$ cat src/hdl/bft_pkg.sv
package bft_pkg;

    // ----------------------------------------------------------------------
    // Network packet geometry
    // ----------------------------------------------------------------------
    localparam int PACKET_BITS  = 49;
    localparam int PAYLOAD_BITS = 32;
    localparam int LEAF_BITS    = 5;
    localparam int PORT_BITS    = 4;
    localparam int ADDR_BITS    = 7;

    localparam int VALID_BIT    = 48;
    localparam int LEAF_LSB     = 43;  // Leaf field is bits 47..43.
    localparam int PORT_LSB     = 39;  // Port field is bits 42..39.
    localparam int ADDR_LSB     = 32;  // Address field is bits 38..32.
    localparam int PAYLOAD_LSB  = 0;

    // Route entry layout inside a configuration payload.
    localparam int ROUTE_LEAF_LSB = 4;
    localparam int ROUTE_PORT_LSB = 0;

    // ----------------------------------------------------------------------
    // Leaf configuration
    // ----------------------------------------------------------------------
    localparam int NUM_IN_PORTS  = 3;  // Leaf to kernel streams.
    localparam int NUM_OUT_PORTS = 2;  // Kernel to leaf streams.
    localparam int CONFIG_PORT   = 0;
    localparam int FIFO_DEPTH    = 4;

    typedef logic [PACKET_BITS-1:0]  packet_t;
    typedef logic [PAYLOAD_BITS-1:0] payload_t;
    typedef logic [LEAF_BITS-1:0]    leaf_addr_t;
    typedef logic [PORT_BITS-1:0]    port_addr_t;
    typedef logic [ADDR_BITS-1:0]    seq_addr_t;

endpackage

$ cat src/hdl/stream_fifo.sv
`timescale 1ns/100ps
module stream_fifo #(
    parameter int DEPTH = bft_pkg::FIFO_DEPTH
) (
    input  logic              clk,
    input  logic              reset,
    input  bft_pkg::payload_t wr_data,
    input  logic              wr_valid,
    output logic              wr_ready,
    output bft_pkg::payload_t rd_data,
    output logic              rd_valid,
    input  logic              rd_ready
);
    localparam int PTR_BITS = $clog2(DEPTH);

    bft_pkg::payload_t   mem [DEPTH];
    logic [PTR_BITS-1:0] wr_ptr;
    logic [PTR_BITS-1:0] rd_ptr;
    logic [PTR_BITS:0]   count;
    logic                wr_en;
    logic                rd_en;

    assign wr_ready = count != (PTR_BITS + 1)'(DEPTH);
    assign rd_valid = count != '0;
    assign rd_data  = mem[rd_ptr];  // Show-ahead read.
    assign wr_en    = wr_valid && wr_ready;
    assign rd_en    = rd_valid && rd_ready;

    always_ff @(posedge clk) begin
        if (wr_en) begin
            mem[wr_ptr] <= wr_data;
        end
    end

    always_ff @(posedge clk) begin
        if (reset) begin
            wr_ptr <= '0;
            rd_ptr <= '0;
            count  <= '0;
        end else begin
            if (wr_en) begin
                wr_ptr <= (wr_ptr == PTR_BITS'(DEPTH - 1)) ? '0 : wr_ptr + 1'b1;
            end
            if (rd_en) begin
                rd_ptr <= (rd_ptr == PTR_BITS'(DEPTH - 1)) ? '0 : rd_ptr + 1'b1;
            end
            if (wr_en && !rd_en) begin
                count <= count + 1'b1;
            end else if (rd_en && !wr_en) begin
                count <= count - 1'b1;
            end
        end
    end

    // A write held off by a full buffer stays offered with the same word.
    assert property (@(posedge clk) disable iff (reset)
        wr_valid && !wr_ready |=> wr_valid && $stable(wr_data));

endmodule

$ cat src/hdl/leaf_depacketizer.sv
`timescale 1ns/100ps
module leaf_depacketizer (
    input  logic                clk,
    input  logic                reset,
    input  bft_pkg::packet_t    din,
    output logic                din_ready,
    output bft_pkg::payload_t   fifo_data,
    output logic                fifo_valid_1,
    output logic                fifo_valid_2,
    output logic                fifo_valid_3,
    input  logic                fifo_ready_1,
    input  logic                fifo_ready_2,
    input  logic                fifo_ready_3,
    output bft_pkg::leaf_addr_t route_leaf_1,
    output bft_pkg::leaf_addr_t route_leaf_2,
    output bft_pkg::port_addr_t route_port_1,
    output bft_pkg::port_addr_t route_port_2
);
    logic                hold_valid;
    bft_pkg::port_addr_t hold_port;
    bft_pkg::seq_addr_t  hold_addr;
    bft_pkg::payload_t   hold_payload;
    logic                hold_done;
    logic                accept;
    logic                is_config;

    assign accept    = din[bft_pkg::VALID_BIT] && din_ready;
    assign din_ready = !hold_valid || hold_done;
    assign is_config = hold_port == bft_pkg::port_addr_t'(bft_pkg::CONFIG_PORT);

    always_comb begin
        case (hold_port)
            4'd1:    hold_done = fifo_ready_1;
            4'd2:    hold_done = fifo_ready_2;
            4'd3:    hold_done = fifo_ready_3;
            default: hold_done = 1'b1;  // Config retires in one cycle.
        endcase
    end

    assign fifo_data    = hold_payload;
    assign fifo_valid_1 = hold_valid && hold_port == 4'd1;
    assign fifo_valid_2 = hold_valid && hold_port == 4'd2;
    assign fifo_valid_3 = hold_valid && hold_port == 4'd3;

    // ----------------------------------------------------------------------
    // Packet holding register
    // ----------------------------------------------------------------------
    always_ff @(posedge clk) begin
        if (reset) begin
            hold_valid <= 1'b0;
        end else if (accept) begin
            hold_valid <= 1'b1;
        end else if (hold_done) begin
            hold_valid <= 1'b0;
        end
    end

    always_ff @(posedge clk) begin
        if (accept) begin
            hold_port    <= din[bft_pkg::PORT_LSB +: bft_pkg::PORT_BITS];
            hold_addr    <= din[bft_pkg::ADDR_LSB +: bft_pkg::ADDR_BITS];
            hold_payload <= din[bft_pkg::PAYLOAD_LSB +: bft_pkg::PAYLOAD_BITS];
        end
    end

    // ----------------------------------------------------------------------
    // Route table, one entry per output port
    // ----------------------------------------------------------------------
    always_ff @(posedge clk) begin
        if (reset) begin
            route_leaf_1 <= '0;
            route_leaf_2 <= '0;
            route_port_1 <= '0;
            route_port_2 <= '0;
        end else if (hold_valid && is_config) begin
            if (hold_addr == 7'd1) begin
                route_leaf_1 <= hold_payload[bft_pkg::ROUTE_LEAF_LSB +: bft_pkg::LEAF_BITS];
                route_port_1 <= hold_payload[bft_pkg::ROUTE_PORT_LSB +: bft_pkg::PORT_BITS];
            end
            if (hold_addr == 7'd2) begin
                route_leaf_2 <= hold_payload[bft_pkg::ROUTE_LEAF_LSB +: bft_pkg::LEAF_BITS];
                route_port_2 <= hold_payload[bft_pkg::ROUTE_PORT_LSB +: bft_pkg::PORT_BITS];
            end
        end
    end

    // Network must only address the config port and the three streams.
    assert property (@(posedge clk) disable iff (reset)
        accept |=> hold_port <= bft_pkg::port_addr_t'(bft_pkg::NUM_IN_PORTS));

endmodule

$ cat src/hdl/leaf_packetizer.sv
`timescale 1ns/100ps
module leaf_packetizer (
    input  logic                clk,
    input  logic                reset,
    input  logic                resend,
    input  bft_pkg::payload_t   out_data_1,
    input  bft_pkg::payload_t   out_data_2,
    input  logic                out_valid_1,
    input  logic                out_valid_2,
    output logic                out_ready_1,
    output logic                out_ready_2,
    input  bft_pkg::leaf_addr_t route_leaf_1,
    input  bft_pkg::leaf_addr_t route_leaf_2,
    input  bft_pkg::port_addr_t route_port_1,
    input  bft_pkg::port_addr_t route_port_2,
    output bft_pkg::packet_t    dout
);
    typedef enum logic {
        LAST_1,
        LAST_2
    } grant_e;

    grant_e             last_grant;
    bft_pkg::seq_addr_t seq [bft_pkg::NUM_OUT_PORTS];
    bft_pkg::packet_t   pkt;
    logic               grant_1;
    logic               grant_2;

    // ----------------------------------------------------------------------
    // Round-robin arbitration
    // ----------------------------------------------------------------------
    assign grant_1 = !resend && out_valid_1 && (!out_valid_2 || last_grant == LAST_2);
    assign grant_2 = !resend && out_valid_2 && (!out_valid_1 || last_grant == LAST_1);

    assign out_ready_1 = grant_1;
    assign out_ready_2 = grant_2;

    // ----------------------------------------------------------------------
    // Packet assembly
    // ----------------------------------------------------------------------
    always_comb begin
        pkt = '0;
        if (grant_1 || grant_2) begin
            pkt[bft_pkg::VALID_BIT] = 1'b1;
            pkt[bft_pkg::LEAF_LSB +: bft_pkg::LEAF_BITS] = grant_2 ? route_leaf_2 : route_leaf_1;
            pkt[bft_pkg::PORT_LSB +: bft_pkg::PORT_BITS] = grant_2 ? route_port_2 : route_port_1;
            pkt[bft_pkg::ADDR_LSB +: bft_pkg::ADDR_BITS] = seq[grant_2];
            pkt[bft_pkg::PAYLOAD_LSB +: bft_pkg::PAYLOAD_BITS] =
                grant_2 ? out_data_2 : out_data_1;
        end
    end

    // Packet in dout was delivered unless resend was high this cycle.
    always_ff @(posedge clk) begin
        if (reset) begin
            dout       <= '0;
            last_grant <= LAST_2;  // Port 1 wins the first tie.
            for (int i = 0; i < bft_pkg::NUM_OUT_PORTS; i++) begin
                seq[i] <= '0;
            end
        end else if (!resend) begin
            dout <= pkt;
            if (grant_1) begin
                last_grant <= LAST_1;
                seq[0]     <= seq[0] + 1'b1;  // Wraps at 128.
            end
            if (grant_2) begin
                last_grant <= LAST_2;
                seq[1]     <= seq[1] + 1'b1;
            end
        end
    end

    // A kernel word that is not taken stays offered unchanged.
    assert property (@(posedge clk) disable iff (reset)
        out_valid_1 && !out_ready_1 |=> out_valid_1 && $stable(out_data_1));
    assert property (@(posedge clk) disable iff (reset)
        out_valid_2 && !out_ready_2 |=> out_valid_2 && $stable(out_data_2));

endmodule

$ cat src/hdl/leaf_interface.sv
`timescale 1ns/100ps
module leaf_interface (
    input  logic              clk,
    input  logic              reset,
    input  logic              resend,
    input  bft_pkg::packet_t  din,
    output logic              din_ready,
    output bft_pkg::packet_t  dout,
    output bft_pkg::payload_t in_data_1,
    output bft_pkg::payload_t in_data_2,
    output bft_pkg::payload_t in_data_3,
    output logic              in_valid_1,
    output logic              in_valid_2,
    output logic              in_valid_3,
    input  logic              in_ready_1,
    input  logic              in_ready_2,
    input  logic              in_ready_3,
    input  bft_pkg::payload_t out_data_1,
    input  bft_pkg::payload_t out_data_2,
    input  logic              out_valid_1,
    input  logic              out_valid_2,
    output logic              out_ready_1,
    output logic              out_ready_2
);
    bft_pkg::payload_t                   fifo_data;
    logic [bft_pkg::NUM_IN_PORTS-1:0]    wr_valid;
    logic [bft_pkg::NUM_IN_PORTS-1:0]    wr_ready;
    logic [bft_pkg::NUM_IN_PORTS-1:0]    rd_valid;
    logic [bft_pkg::NUM_IN_PORTS-1:0]    rd_ready;
    bft_pkg::payload_t                   rd_data [bft_pkg::NUM_IN_PORTS];
    bft_pkg::leaf_addr_t                 route_leaf_1;
    bft_pkg::leaf_addr_t                 route_leaf_2;
    bft_pkg::port_addr_t                 route_port_1;
    bft_pkg::port_addr_t                 route_port_2;

    leaf_depacketizer u_depacketizer (
        .clk          (clk),
        .reset        (reset),
        .din          (din),
        .din_ready    (din_ready),
        .fifo_data    (fifo_data),
        .fifo_valid_1 (wr_valid[0]),
        .fifo_valid_2 (wr_valid[1]),
        .fifo_valid_3 (wr_valid[2]),
        .fifo_ready_1 (wr_ready[0]),
        .fifo_ready_2 (wr_ready[1]),
        .fifo_ready_3 (wr_ready[2]),
        .route_leaf_1 (route_leaf_1),
        .route_leaf_2 (route_leaf_2),
        .route_port_1 (route_port_1),
        .route_port_2 (route_port_2)
    );

    for (genvar i = 0; i < bft_pkg::NUM_IN_PORTS; i++) begin : g_in_fifo
        stream_fifo #(
            .DEPTH (bft_pkg::FIFO_DEPTH)
        ) u_fifo (
            .clk      (clk),
            .reset    (reset),
            .wr_data  (fifo_data),
            .wr_valid (wr_valid[i]),
            .wr_ready (wr_ready[i]),
            .rd_data  (rd_data[i]),
            .rd_valid (rd_valid[i]),
            .rd_ready (rd_ready[i])
        );
    end

    assign in_data_1  = rd_data[0];
    assign in_data_2  = rd_data[1];
    assign in_data_3  = rd_data[2];
    assign in_valid_1 = rd_valid[0];
    assign in_valid_2 = rd_valid[1];
    assign in_valid_3 = rd_valid[2];
    assign rd_ready   = {in_ready_3, in_ready_2, in_ready_1};

    leaf_packetizer u_packetizer (
        .clk          (clk),
        .reset        (reset),
        .resend       (resend),
        .out_data_1   (out_data_1),
        .out_data_2   (out_data_2),
        .out_valid_1  (out_valid_1),
        .out_valid_2  (out_valid_2),
        .out_ready_1  (out_ready_1),
        .out_ready_2  (out_ready_2),
        .route_leaf_1 (route_leaf_1),
        .route_leaf_2 (route_leaf_2),
        .route_port_1 (route_port_1),
        .route_port_2 (route_port_2),
        .dout         (dout)
    );

endmodule

$ cat src/hdl/user_kernel.sv
`timescale 1ns/100ps
module user_kernel (
    input  logic              clk,
    input  logic              reset,
    input  bft_pkg::payload_t in_data_1,
    input  bft_pkg::payload_t in_data_2,
    input  bft_pkg::payload_t in_data_3,
    input  logic              in_valid_1,
    input  logic              in_valid_2,
    input  logic              in_valid_3,
    output logic              in_ready_1,
    output logic              in_ready_2,
    output logic              in_ready_3,
    output bft_pkg::payload_t out_data_1,
    output bft_pkg::payload_t out_data_2,
    output logic              out_valid_1,
    output logic              out_valid_2,
    input  logic              out_ready_1,
    input  logic              out_ready_2
);
    logic take_sum;
    logic take_rev;

    // Adder consumes streams 1 and 2 only as a pair.
    assign take_sum   = in_valid_1 && in_valid_2 && (!out_valid_1 || out_ready_1);
    assign in_ready_1 = take_sum;
    assign in_ready_2 = take_sum;

    assign in_ready_3 = !out_valid_2 || out_ready_2;
    assign take_rev   = in_valid_3 && in_ready_3;

    always_ff @(posedge clk) begin
        if (reset) begin
            out_valid_1 <= 1'b0;
            out_valid_2 <= 1'b0;
        end else begin
            if (take_sum) begin
                out_valid_1 <= 1'b1;
            end else if (out_ready_1) begin
                out_valid_1 <= 1'b0;
            end
            if (take_rev) begin
                out_valid_2 <= 1'b1;
            end else if (out_ready_2) begin
                out_valid_2 <= 1'b0;
            end
        end
    end

    always_ff @(posedge clk) begin
        if (take_sum) begin
            out_data_1 <= in_data_1 + in_data_2;  // Modulo 2**32.
        end
        if (take_rev) begin
            out_data_2 <= {in_data_3[7:0], in_data_3[15:8], in_data_3[23:16], in_data_3[31:24]};
        end
    end

endmodule

$ cat src/hdl/leaf_top.sv
`timescale 1ns/100ps
module leaf_top (
    input  logic             clk,
    input  logic             reset,
    input  logic             resend,
    input  bft_pkg::packet_t din,
    output logic             din_ready,
    output bft_pkg::packet_t dout
);
    bft_pkg::payload_t in_data_1, in_data_2, in_data_3;
    logic              in_valid_1, in_valid_2, in_valid_3;
    logic              in_ready_1, in_ready_2, in_ready_3;
    bft_pkg::payload_t out_data_1, out_data_2;
    logic              out_valid_1, out_valid_2;
    logic              out_ready_1, out_ready_2;
    bft_pkg::packet_t  dout_raw;

    // Network sees nothing while it asks for a resend.
    assign dout = resend ? '0 : dout_raw;

    leaf_interface u_leaf_interface (
        .dout (dout_raw),
        .*
    );

    user_kernel u_user_kernel (
        .*
    );

endmodule

$ cat config.mk
export PLATFORM = sky130hd
export DESIGN_NAME = leaf_top
export DESIGN_NICKNAME = d
export VERILOG_FILES = /design/src/hdl/bft_pkg.sv /design/src/hdl/stream_fifo.sv /design/src/hdl/leaf_depacketizer.sv /design/src/hdl/leaf_packetizer.sv /design/src/hdl/leaf_interface.sv /design/src/hdl/user_kernel.sv /design/src/hdl/leaf_top.sv
export SDC_FILE = /design/constraint.sdc
export NUM_CORES = 1
export LEC_CHECK = 0
export BUFFER_PORTS_ARGS = -buffer_cell sky130_fd_sc_hd__buf_2
export CAP_MARGIN = 20
export CORE_MARGIN = 2
export CORE_UTILIZATION = 25
export DETAILED_ROUTE_END_ITERATION = 8
export SYNTH_ARGS = -nofsm -noshare
export SYNTH_HDL_FRONTEND = slang
export SYNTH_SLANG_ARGS = --single-unit
$ cat constraint.sdc
create_clock -name clk -period 4.2 [get_ports clk]
set_input_delay 0.21 -clock clk [delete_from_list [all_inputs] [get_ports clk]]
set_output_delay 0.21 -clock clk [all_outputs]
set_load 0.005 [all_outputs]
==> metrics, run 1 <==
Synth-to-Final Area Change=19.05%; Bufs and invs on worst path=1; share of layout cells above drive strength 1=a little over a fifth; dpl hpwl=about 36000 um; initial antenna violation count=3; crit path max fanout=13; DR iter-0 viols=~830; Post-Synthesis Cell Area=about 0.024 mm2; XOR/XNOR Fraction of Synth Area=about 1.6%; Root Buffer=clkbuf_16; top cells by area, synth=edfxtp_1 (63%), mux4_2 (9.0%), dfxtp_1 (8.0%); CP endpoint=u_user_kernel.out_data_1[25]; footprint of the multi-input gates=0.006539 mm2; Worst Setup Slack, final=between 0.5 and 0.6 ns; Pleak=between 9 and 10 nW; setup tns final=0 ns; Clock Latency Late Sink=roughly 0.63 ns; Pins Over Slew Limit=0; final hold violation count=0; pre-CTS WS=about 0.56 ns; Worst Tran Pin Value=approximately 1.0 ns; register area=between 0.015 and 0.02 mm2; CP delay by family, top=simple AND/OR/NAND/NOR gates; first-pass GRT wire length=84590 um; worst hold path depth=2; adder-cell share of the synthesized area=2.992%; reg2reg setup slack=0.51 ns; Top FF cell, synth=edfxtp_1; Syn Inst Count=about 1400; # rows=113; Initial Utilization=25.26%; fin area=0.02857 mm2; FF-to-FF path depth=10; I/O Buffers=96; worst r2r dst=u_user_kernel.out_data_1[25]; Synth Area in Compound Gates=between 4 and 5%; # IOs=between 100 and 150; Routed Antenna Nets=0; DRC viols=0; Post-synth ARST share=0%; f_max=between 0.2 and 0.3 GHz; Finished Core Util=a little under a third; dpl cells=2754; setup bufs post-CTS=0; RSZ-0062 raised after global routing=no; die area=0.09850 mm2; slowest CP cell=dfxtp_2; CTS tree=built; GRT Overall Usage=between 10% and 20%; Vias per Instance=between 4 and 5; Core ar.=between 0.09 and 0.1 mm2; largest family of logic cells by synthesized area=multiplexers; power density over the cells=472.9 mW/mm2; Nets=between 1500 and 2000; die width=around 310 um; wirelength, routed=between 50000 and 60000 um; Max stage delay on crit path=between 0.6 and 0.7 ns; synthesized area per cell=roughly 17 um2; CTS Buf Count=between 50 and 60; Worst slew margin=roughly a third; worst endpoint required time=approximately 4.5 ns; via count=around 13000; Fill cells=slightly above 9000; CP Depth=10; non-filler cells, final=around 2900; IR drop worst, VDD=0.0003207 V; Max Root-Sink Buffers=3; mux share of post-synthesis cell area=11.59%; Cell Chain, Critical Path=buf_12, mux4_2, ha_1, nand4_1, a211oi_1, nor3_1, o2111ai_1, o211ai_1, nor2b_1, xnor2_1; Final min period=3.693 ns; cell taking the most area after synthesis=edfxtp_1; endpoint class of the critical path=flip-flop; Synth Warn #=0; Yosys top cell area share=a little over three fifths; total congestion overflow=0; Fin Clk Skew=0.03340 ns; Crit Path Class=reg -> reg; Worst Setup Start Kind=flip-flop; Synth Net Count=between 1500 and 2000; Post-synth EDFFs=505; status=completed; Setup violations, final=0; worst hold path type=in -> reg; Seq/Total Area, Yosys=71.19%; 1st-pass router iterations=5; final period utilization=87.94%; Arr. time, crit path=between 4 and 5 ns; drt wl/cell=a little under 20 um; Yosys cell types=slightly above 60; post-place instance area=0.02611 mm2; largest net degree at the start of global routing=55; Post-Synth Simple-Gate Area=under 10%; Synth Register Bits=between 600 and 700; clock sink count=between 600 and 700; via count of the first global-routing pass=13054; Die Ht=between 300 and 400 um; H-Tree Depth=2; Worst-path clk slew=0.06 ns; Final GP Congestion=around 0.8; Max-Cap Viols=0
layout make-up:
class	instances	share of cell area, %
Tap cell	1265	5.539
Sequential cell	601	59.82
Clock buffer	78	5.631
Clock inverter	34	1.410
Inverter	27	0.3547
Antenna cell	1	0.008758
Timing Repair Buffer	176	4.353
Multi-Input combinational cell	730	22.88
state kept, by name (all words and copies together) (netlist names), 5 cells and up, named ones only:
register                                      count
u_leaf_interface.u_depacketizer.route_leaf_1      5
u_leaf_interface.u_packetizer.seq                14
u_leaf_interface.g_in_fifo.u_fifo.rd_ptr          6
u_user_kernel.out_data_1                         32
u_leaf_interface.g_in_fifo.u_fifo.mem           384
u_leaf_interface.u_depacketizer.fifo_data        32
u_leaf_interface.g_in_fifo.u_fifo.wr_ptr          6
u_leaf_interface.g_in_fifo.u_fifo.count           9
u_leaf_interface.u_depacketizer.route_leaf_2      5
u_user_kernel.out_data_2                         32
u_leaf_interface.u_depacketizer.hold_addr         7
u_leaf_interface.u_packetizer.dout               49
cell usage after synthesis, drive strengths merged (8+ instances only):
library cell	number
mux4	96
a22oi	12
nor3	10
nand2b	8
o21ai	56
and2	15
buf	24
ha	51
mux2i	62
xor2	20
dfxtp	96
a21o	14
nand3	11
xnor2	25
a21oi	48
inv	27
clkbuf	43
nand2	97
nor2	78
nor2b	56
edfxtp	505
routing by layer:
layer / share of wire (%) / global-route usage (%)
met1: 44 / 14.73
met4: 2.2 / 3.034
met3: 4.3 / 2.019
met2: 50 / 20.08
met5: 0.023 / 0
worst min path at each step:
stage,from,endpoint
after floorplan,din[0],u_leaf_interface.u_depacketizer.fifo_data[0]
after global placement,din[41],u_leaf_interface.u_depacketizer.hold_port[2]
after detailed placement,din[19],u_leaf_interface.u_depacketizer.fifo_data[19]
after CTS,reset,u_leaf_interface.u_packetizer.dout[32]
after global routing,din[17],u_leaf_interface.u_depacketizer.fifo_data[17]
final,reset,u_leaf_interface.u_packetizer.dout[32]
placed cells by master, fill, tap and decap left out, types with 14 or more instances in the layout:
cell / instances
edfxtp_1: 505
a21oi_1: 48
ha_1: 51
mux4_2: 96
dfxtp_1: 93
mux2i_1: 62
nor2_1: 77
clkbuf_16: 60
a21o_1: 14
dlygate4sd3_1: 45
and2_1: 14
buf_4: 31
buf_2: 96
clkbuf_1: 14
o21ai_0: 54
xnor2_1: 25
nor2b_1: 53
nand2_1: 96
inv_1: 27
xor2_1: 20
what timing repair did:
| action | 4_1_cts | 5_1_grt |
|---|---|---|
| resized for setup | 0 | 0 |
| hold buffers | 45 | 0 |
| hold endpoints to repair | 45 | 0 |
per-stage QoR:
stage | power, mW | hold WS, ns
after floorplan | 7.722 | 0.3089
after global placement | 8.131 | 0.3894
after detailed placement | 8.170 | 0.3881
after CTS | 13.69 | 0.2260
after global routing | 13.98 | 0.2736
final | 13.51 | 0.2440
report_power, final:
part / internal, mW / switching [mW]
Clock: 3.20 / 2.27
Combinational: 0.416 / 0.544
Sequential: 6.83 / 0.257
logic make-up after synthesis:
| kind of cell | Yosys count |
|---|---|
| flip-flops | 601 |
| AND/OR/NAND/NOR | 303 |
| AO/OA/AOI/OAI | 169 |
| multiplexers | 158 |
| buffers and inverters | 94 |
| adder cells (fa/ha/maj) | 55 |
| XOR/XNOR | 45 |
Note: power is estimated with default switching activity, not from simulation.
==> run 2, diff against run 1 <==
SYNTH_HIERARCHICAL = 1   (was not set)
==> run 2 against run 1 <==
Against the previous run:
- wire length shrank 3.4%
- cell count shrank 0.41%
- via count is 0.72% higher
- worst hold slack got worse by 0.030 ns
- critical path depth up 1
- sequential power about the same
- synthesized area increased by 0.68%
- setup slack worse by 0.13 ns
- clock power decreased by 5.3%
- clock-buffer cell count grew 2
- first-iteration DRC count rose by 43%
- register-to-register slack worse by 0.13 ns
- largest cell class unchanged
- largest power group unchanged
==> metrics, run 2 <==
status=completed; Max stage delay on crit path=0.55 ns (-0.11 ns); max FFs per register=384 (unchanged); FF-to-FF path depth=11 (+1); Root Buffer=clkbuf_16; Cell Chain, Critical Path=buf_12, mux4_2, ha_1, a21o_1, a31o_2, o21ai_0, a21oi_1, o311ai_0, buf_4, a32oi_1, xnor2_1; Pleak=9.872 nW (+1.7%); Post-Synthesis Cell Area=0.02416 mm2 (+0.68%); CTS Buf Count=61 (+3.4%); f_max=0.2616 GHz (-3.4%); die width=314.9 um (+0.33%); most frequent cells after synthesis=edfxtp_1 (505), dfxtp_1 (98), mux4_2 (96); Vias per Instance=4.399 (+1.1%); Worst slew margin=25.76% (-5.9 points); wirelength, routed=55220 um (-3.4%); Synth Net Count=1515 (-1.1%); register bank with the most flops=u_leaf_interface/g_in_fifo.u_fifo/mem; largest net degree at the start of global routing=53 (-3.6%); Post-synth EDFFs=505 (unchanged); cell taking the most area after synthesis=edfxtp_1; Arr. time, crit path=4.19 ns (+0.16 ns); Yosys top cell area share=62.76% (-0.43 points); Max Root-Sink Buffers=3 (unchanged); Setup violations, final=0 (unchanged); Max-Cap Viols=0 (unchanged); die area=0.09916 mm2 (+0.67%); min-delay src=reset; Final min period=3.822 ns (+0.1284 ns); 1st-pass router iterations=5 (unchanged); Die Ht=314.9 um (+0.33%); GRT Overall Usage=11.17% (-0.35 points); final hold violation count=0 (unchanged); Syn Inst Count=1408 (-1.2%); Seq/Total Area, Yosys=70.88% (-0.31 points); commonest non-fill, non-tap cell in the layout=edfxtp_1; Core ar.=0.09628 mm2 (+1.3%); setup tns final=0 ns (unchanged); H-Tree Depth=2 (unchanged); via count of the first global-routing pass=13184 (+1.0%); Routed Antenna Nets=0 (unchanged); Initial Utilization=25.10% (-0.16 points); worst endpoint required time=4.57 ns (+0.03 ns); DR iter-0 viols=1182 (+43%); Nets=1680 (-1.3%); # rows=114 (+0.88%); Synth Warn #=6 (+6); Synth Register Bits=603 (+0.33%); Pins Over Slew Limit=0 (unchanged); share of layout cells above drive strength 1=22.23% (+1.3 points); DRC viols=0 (unchanged); Synth-to-Final Area Change=18.05%; total congestion overflow=0 (unchanged); worst hold path depth=4 (+2); top cells by area, synth=edfxtp_1 (63%), mux4_2 (8.9%), dfxtp_1 (8.1%); PnR Total Power=13.38 mW (-0.98%); Worst Tran Pin Value=1.114 ns (+0.08850 ns); Yosys cell types=71 (+15%); largest registers=u_leaf_interface/g_in_fifo.u_fifo/mem: 384 flops, u_leaf_interface/u_packetizer/dout: 49 flops; drt wl/cell=19.04 um (-3.0%); Post-synth ARST share=0% (unchanged); power density over the cells=469.1 mW/mm2 (-0.80%); Top FF cell, synth=edfxtp_1; final period utilization=91.00% (+3.1 points); slowest CP cell=mux4_2; CP delay by family, top=compound AO/OA/AOI/OAI gates; first-pass GRT wire length=83350 um (-1.5%); CP Depth=11 (+1); via count=12756 (+0.72%); RSZ-0062 raised after global routing=no; Clock Latency Late Sink=0.64 ns (about the same); hold slack=0.2142 ns (-0.02973 ns); PostCTS Resize Cnt=0 (unchanged); # IOs=102 (unchanged); Bufs and invs on worst path=2 (+1); Worst Setup Start Kind=flip-flop; highest-count cells in the layout ignoring fill and taps=edfxtp_1 (505), buf_2 (96), mux4_2 (96); clock sink count=603 (+0.33%); endpoint class of the critical path=flip-flop; IR drop worst, VDD=0.0003665 V (+14%); Fin Clk Skew=0.03568 ns (+0.002286 ns); I/O Buffers=96 (unchanged); dpl hpwl=35000 um (-4.0%); Final GP Congestion=0.8165 (+3.0%); CTS tree=built; diode count=0 (-1); crit path max fanout=30 (+17); synthesized area per cell=17.16 um2 (+1.9%); count leader, synth=edfxtp_1; Crit Path Class=reg -> reg; initial antenna violation count=0 (-3); worst hold path type=in -> reg; Worst-path clk slew=0.07 ns (about the same)
run 2: cell count changes in the layout (fill, tap and decap cells not counted), moves of 10 or more:
cell / delta
o21ai_1: +48
o21ai_0: -37
nand2_1: -23
a21oi_1: -13
and3_2: +13
mux2i_1: +13
a22oi_1: -12
and2_1: -11
buf_4: -11
nor2_1: -10
run 2: logic make-up (layout without fill, tap and decap cells):
group           count (synthesis)  in the layout  share of synthesized area [%]
xor+xnor                       46             46                          1.667
compound gates                160            160                          4.334
buf+inv                        87            303                          1.900
mux                           171            171                          12.05
flops                         603            603                          70.88
simple gates                  286            286                          6.193
fa+ha+maj                      55             55                          2.972
run 2: final cells by class:
cell class	count	area (um2)
Tap cell	1276	1597
Fill cell	9482	67760
Timing Repair Buffer	165	1169
Sequential cell	603	17130
Clock inverter	34	245.2
Clock buffer	80	1680
Inverter	24	90.09
Multi-Input combinational cell	718	6613
run 2: worst paths after layout:
check / slack (ns) / endpoint
max: 0.38 / u_user_kernel/out_data_1[31]
min: 0.21 / u_leaf_interface/u_packetizer/dout[48]
max reg2reg: 0.38 / u_user_kernel/out_data_1[31]
min reg2reg: 0.44 / u_leaf_interface/u_packetizer/dout[48]
run 2: repair_timing:
| item | CTS | global route |
|---|---|---|
| hold buffers | 45 | 0 |
| buffers inserted | 0 | 0 |
| hold endpoints to repair | 45 | 0 |
| setup endpoints to repair | 0 | 0 |
run 2: power breakdown:
| group | internal (mW) | switching (mW) | total (mW) |
|---|---|---|---|
| logic | 0.492 | 0.616 | 1.11 |
| registers | 6.86 | 0.231 | 7.09 |
| clock network | 2.89 | 2.29 | 5.18 |
| total | 10.2 | 3.14 | 13.4 |
run 2: per-stage QoR:
stage	instances	setup slack, ns	area [um2]	utilization [%]
floorplan	1408	0.3828	24160	-
global route	2900	0.1762	28520	29.63
detailed placement	2739	0.3520	26100	27.11
global placement	2739	0.3830	26100	27.11
CTS	2898	0.3576	28480	29.58
finish	2900	0.3781	28520	29.63
run 2: worst min-delay path: stages:
cell and delay [ns]:
buf_2 0.10, nor2_1 0.06, o21ai_4 0.33, nand2_1 0.08
run 2: per-layer routing:
| metal | GRT usage, % | share of wire, % | vias to the layer above |
|---|---|---|---|
| met5 | 0 | 0 | - |
| met4 | 3.030 | 2.1 | 0 |
| met3 | 2.006 | 6.4 | 75 |
| met2 | 18.33 | 48 | 362 |
| met1 | 15.18 | 44 | 6536 |
| li1 | - | - | 5783 |
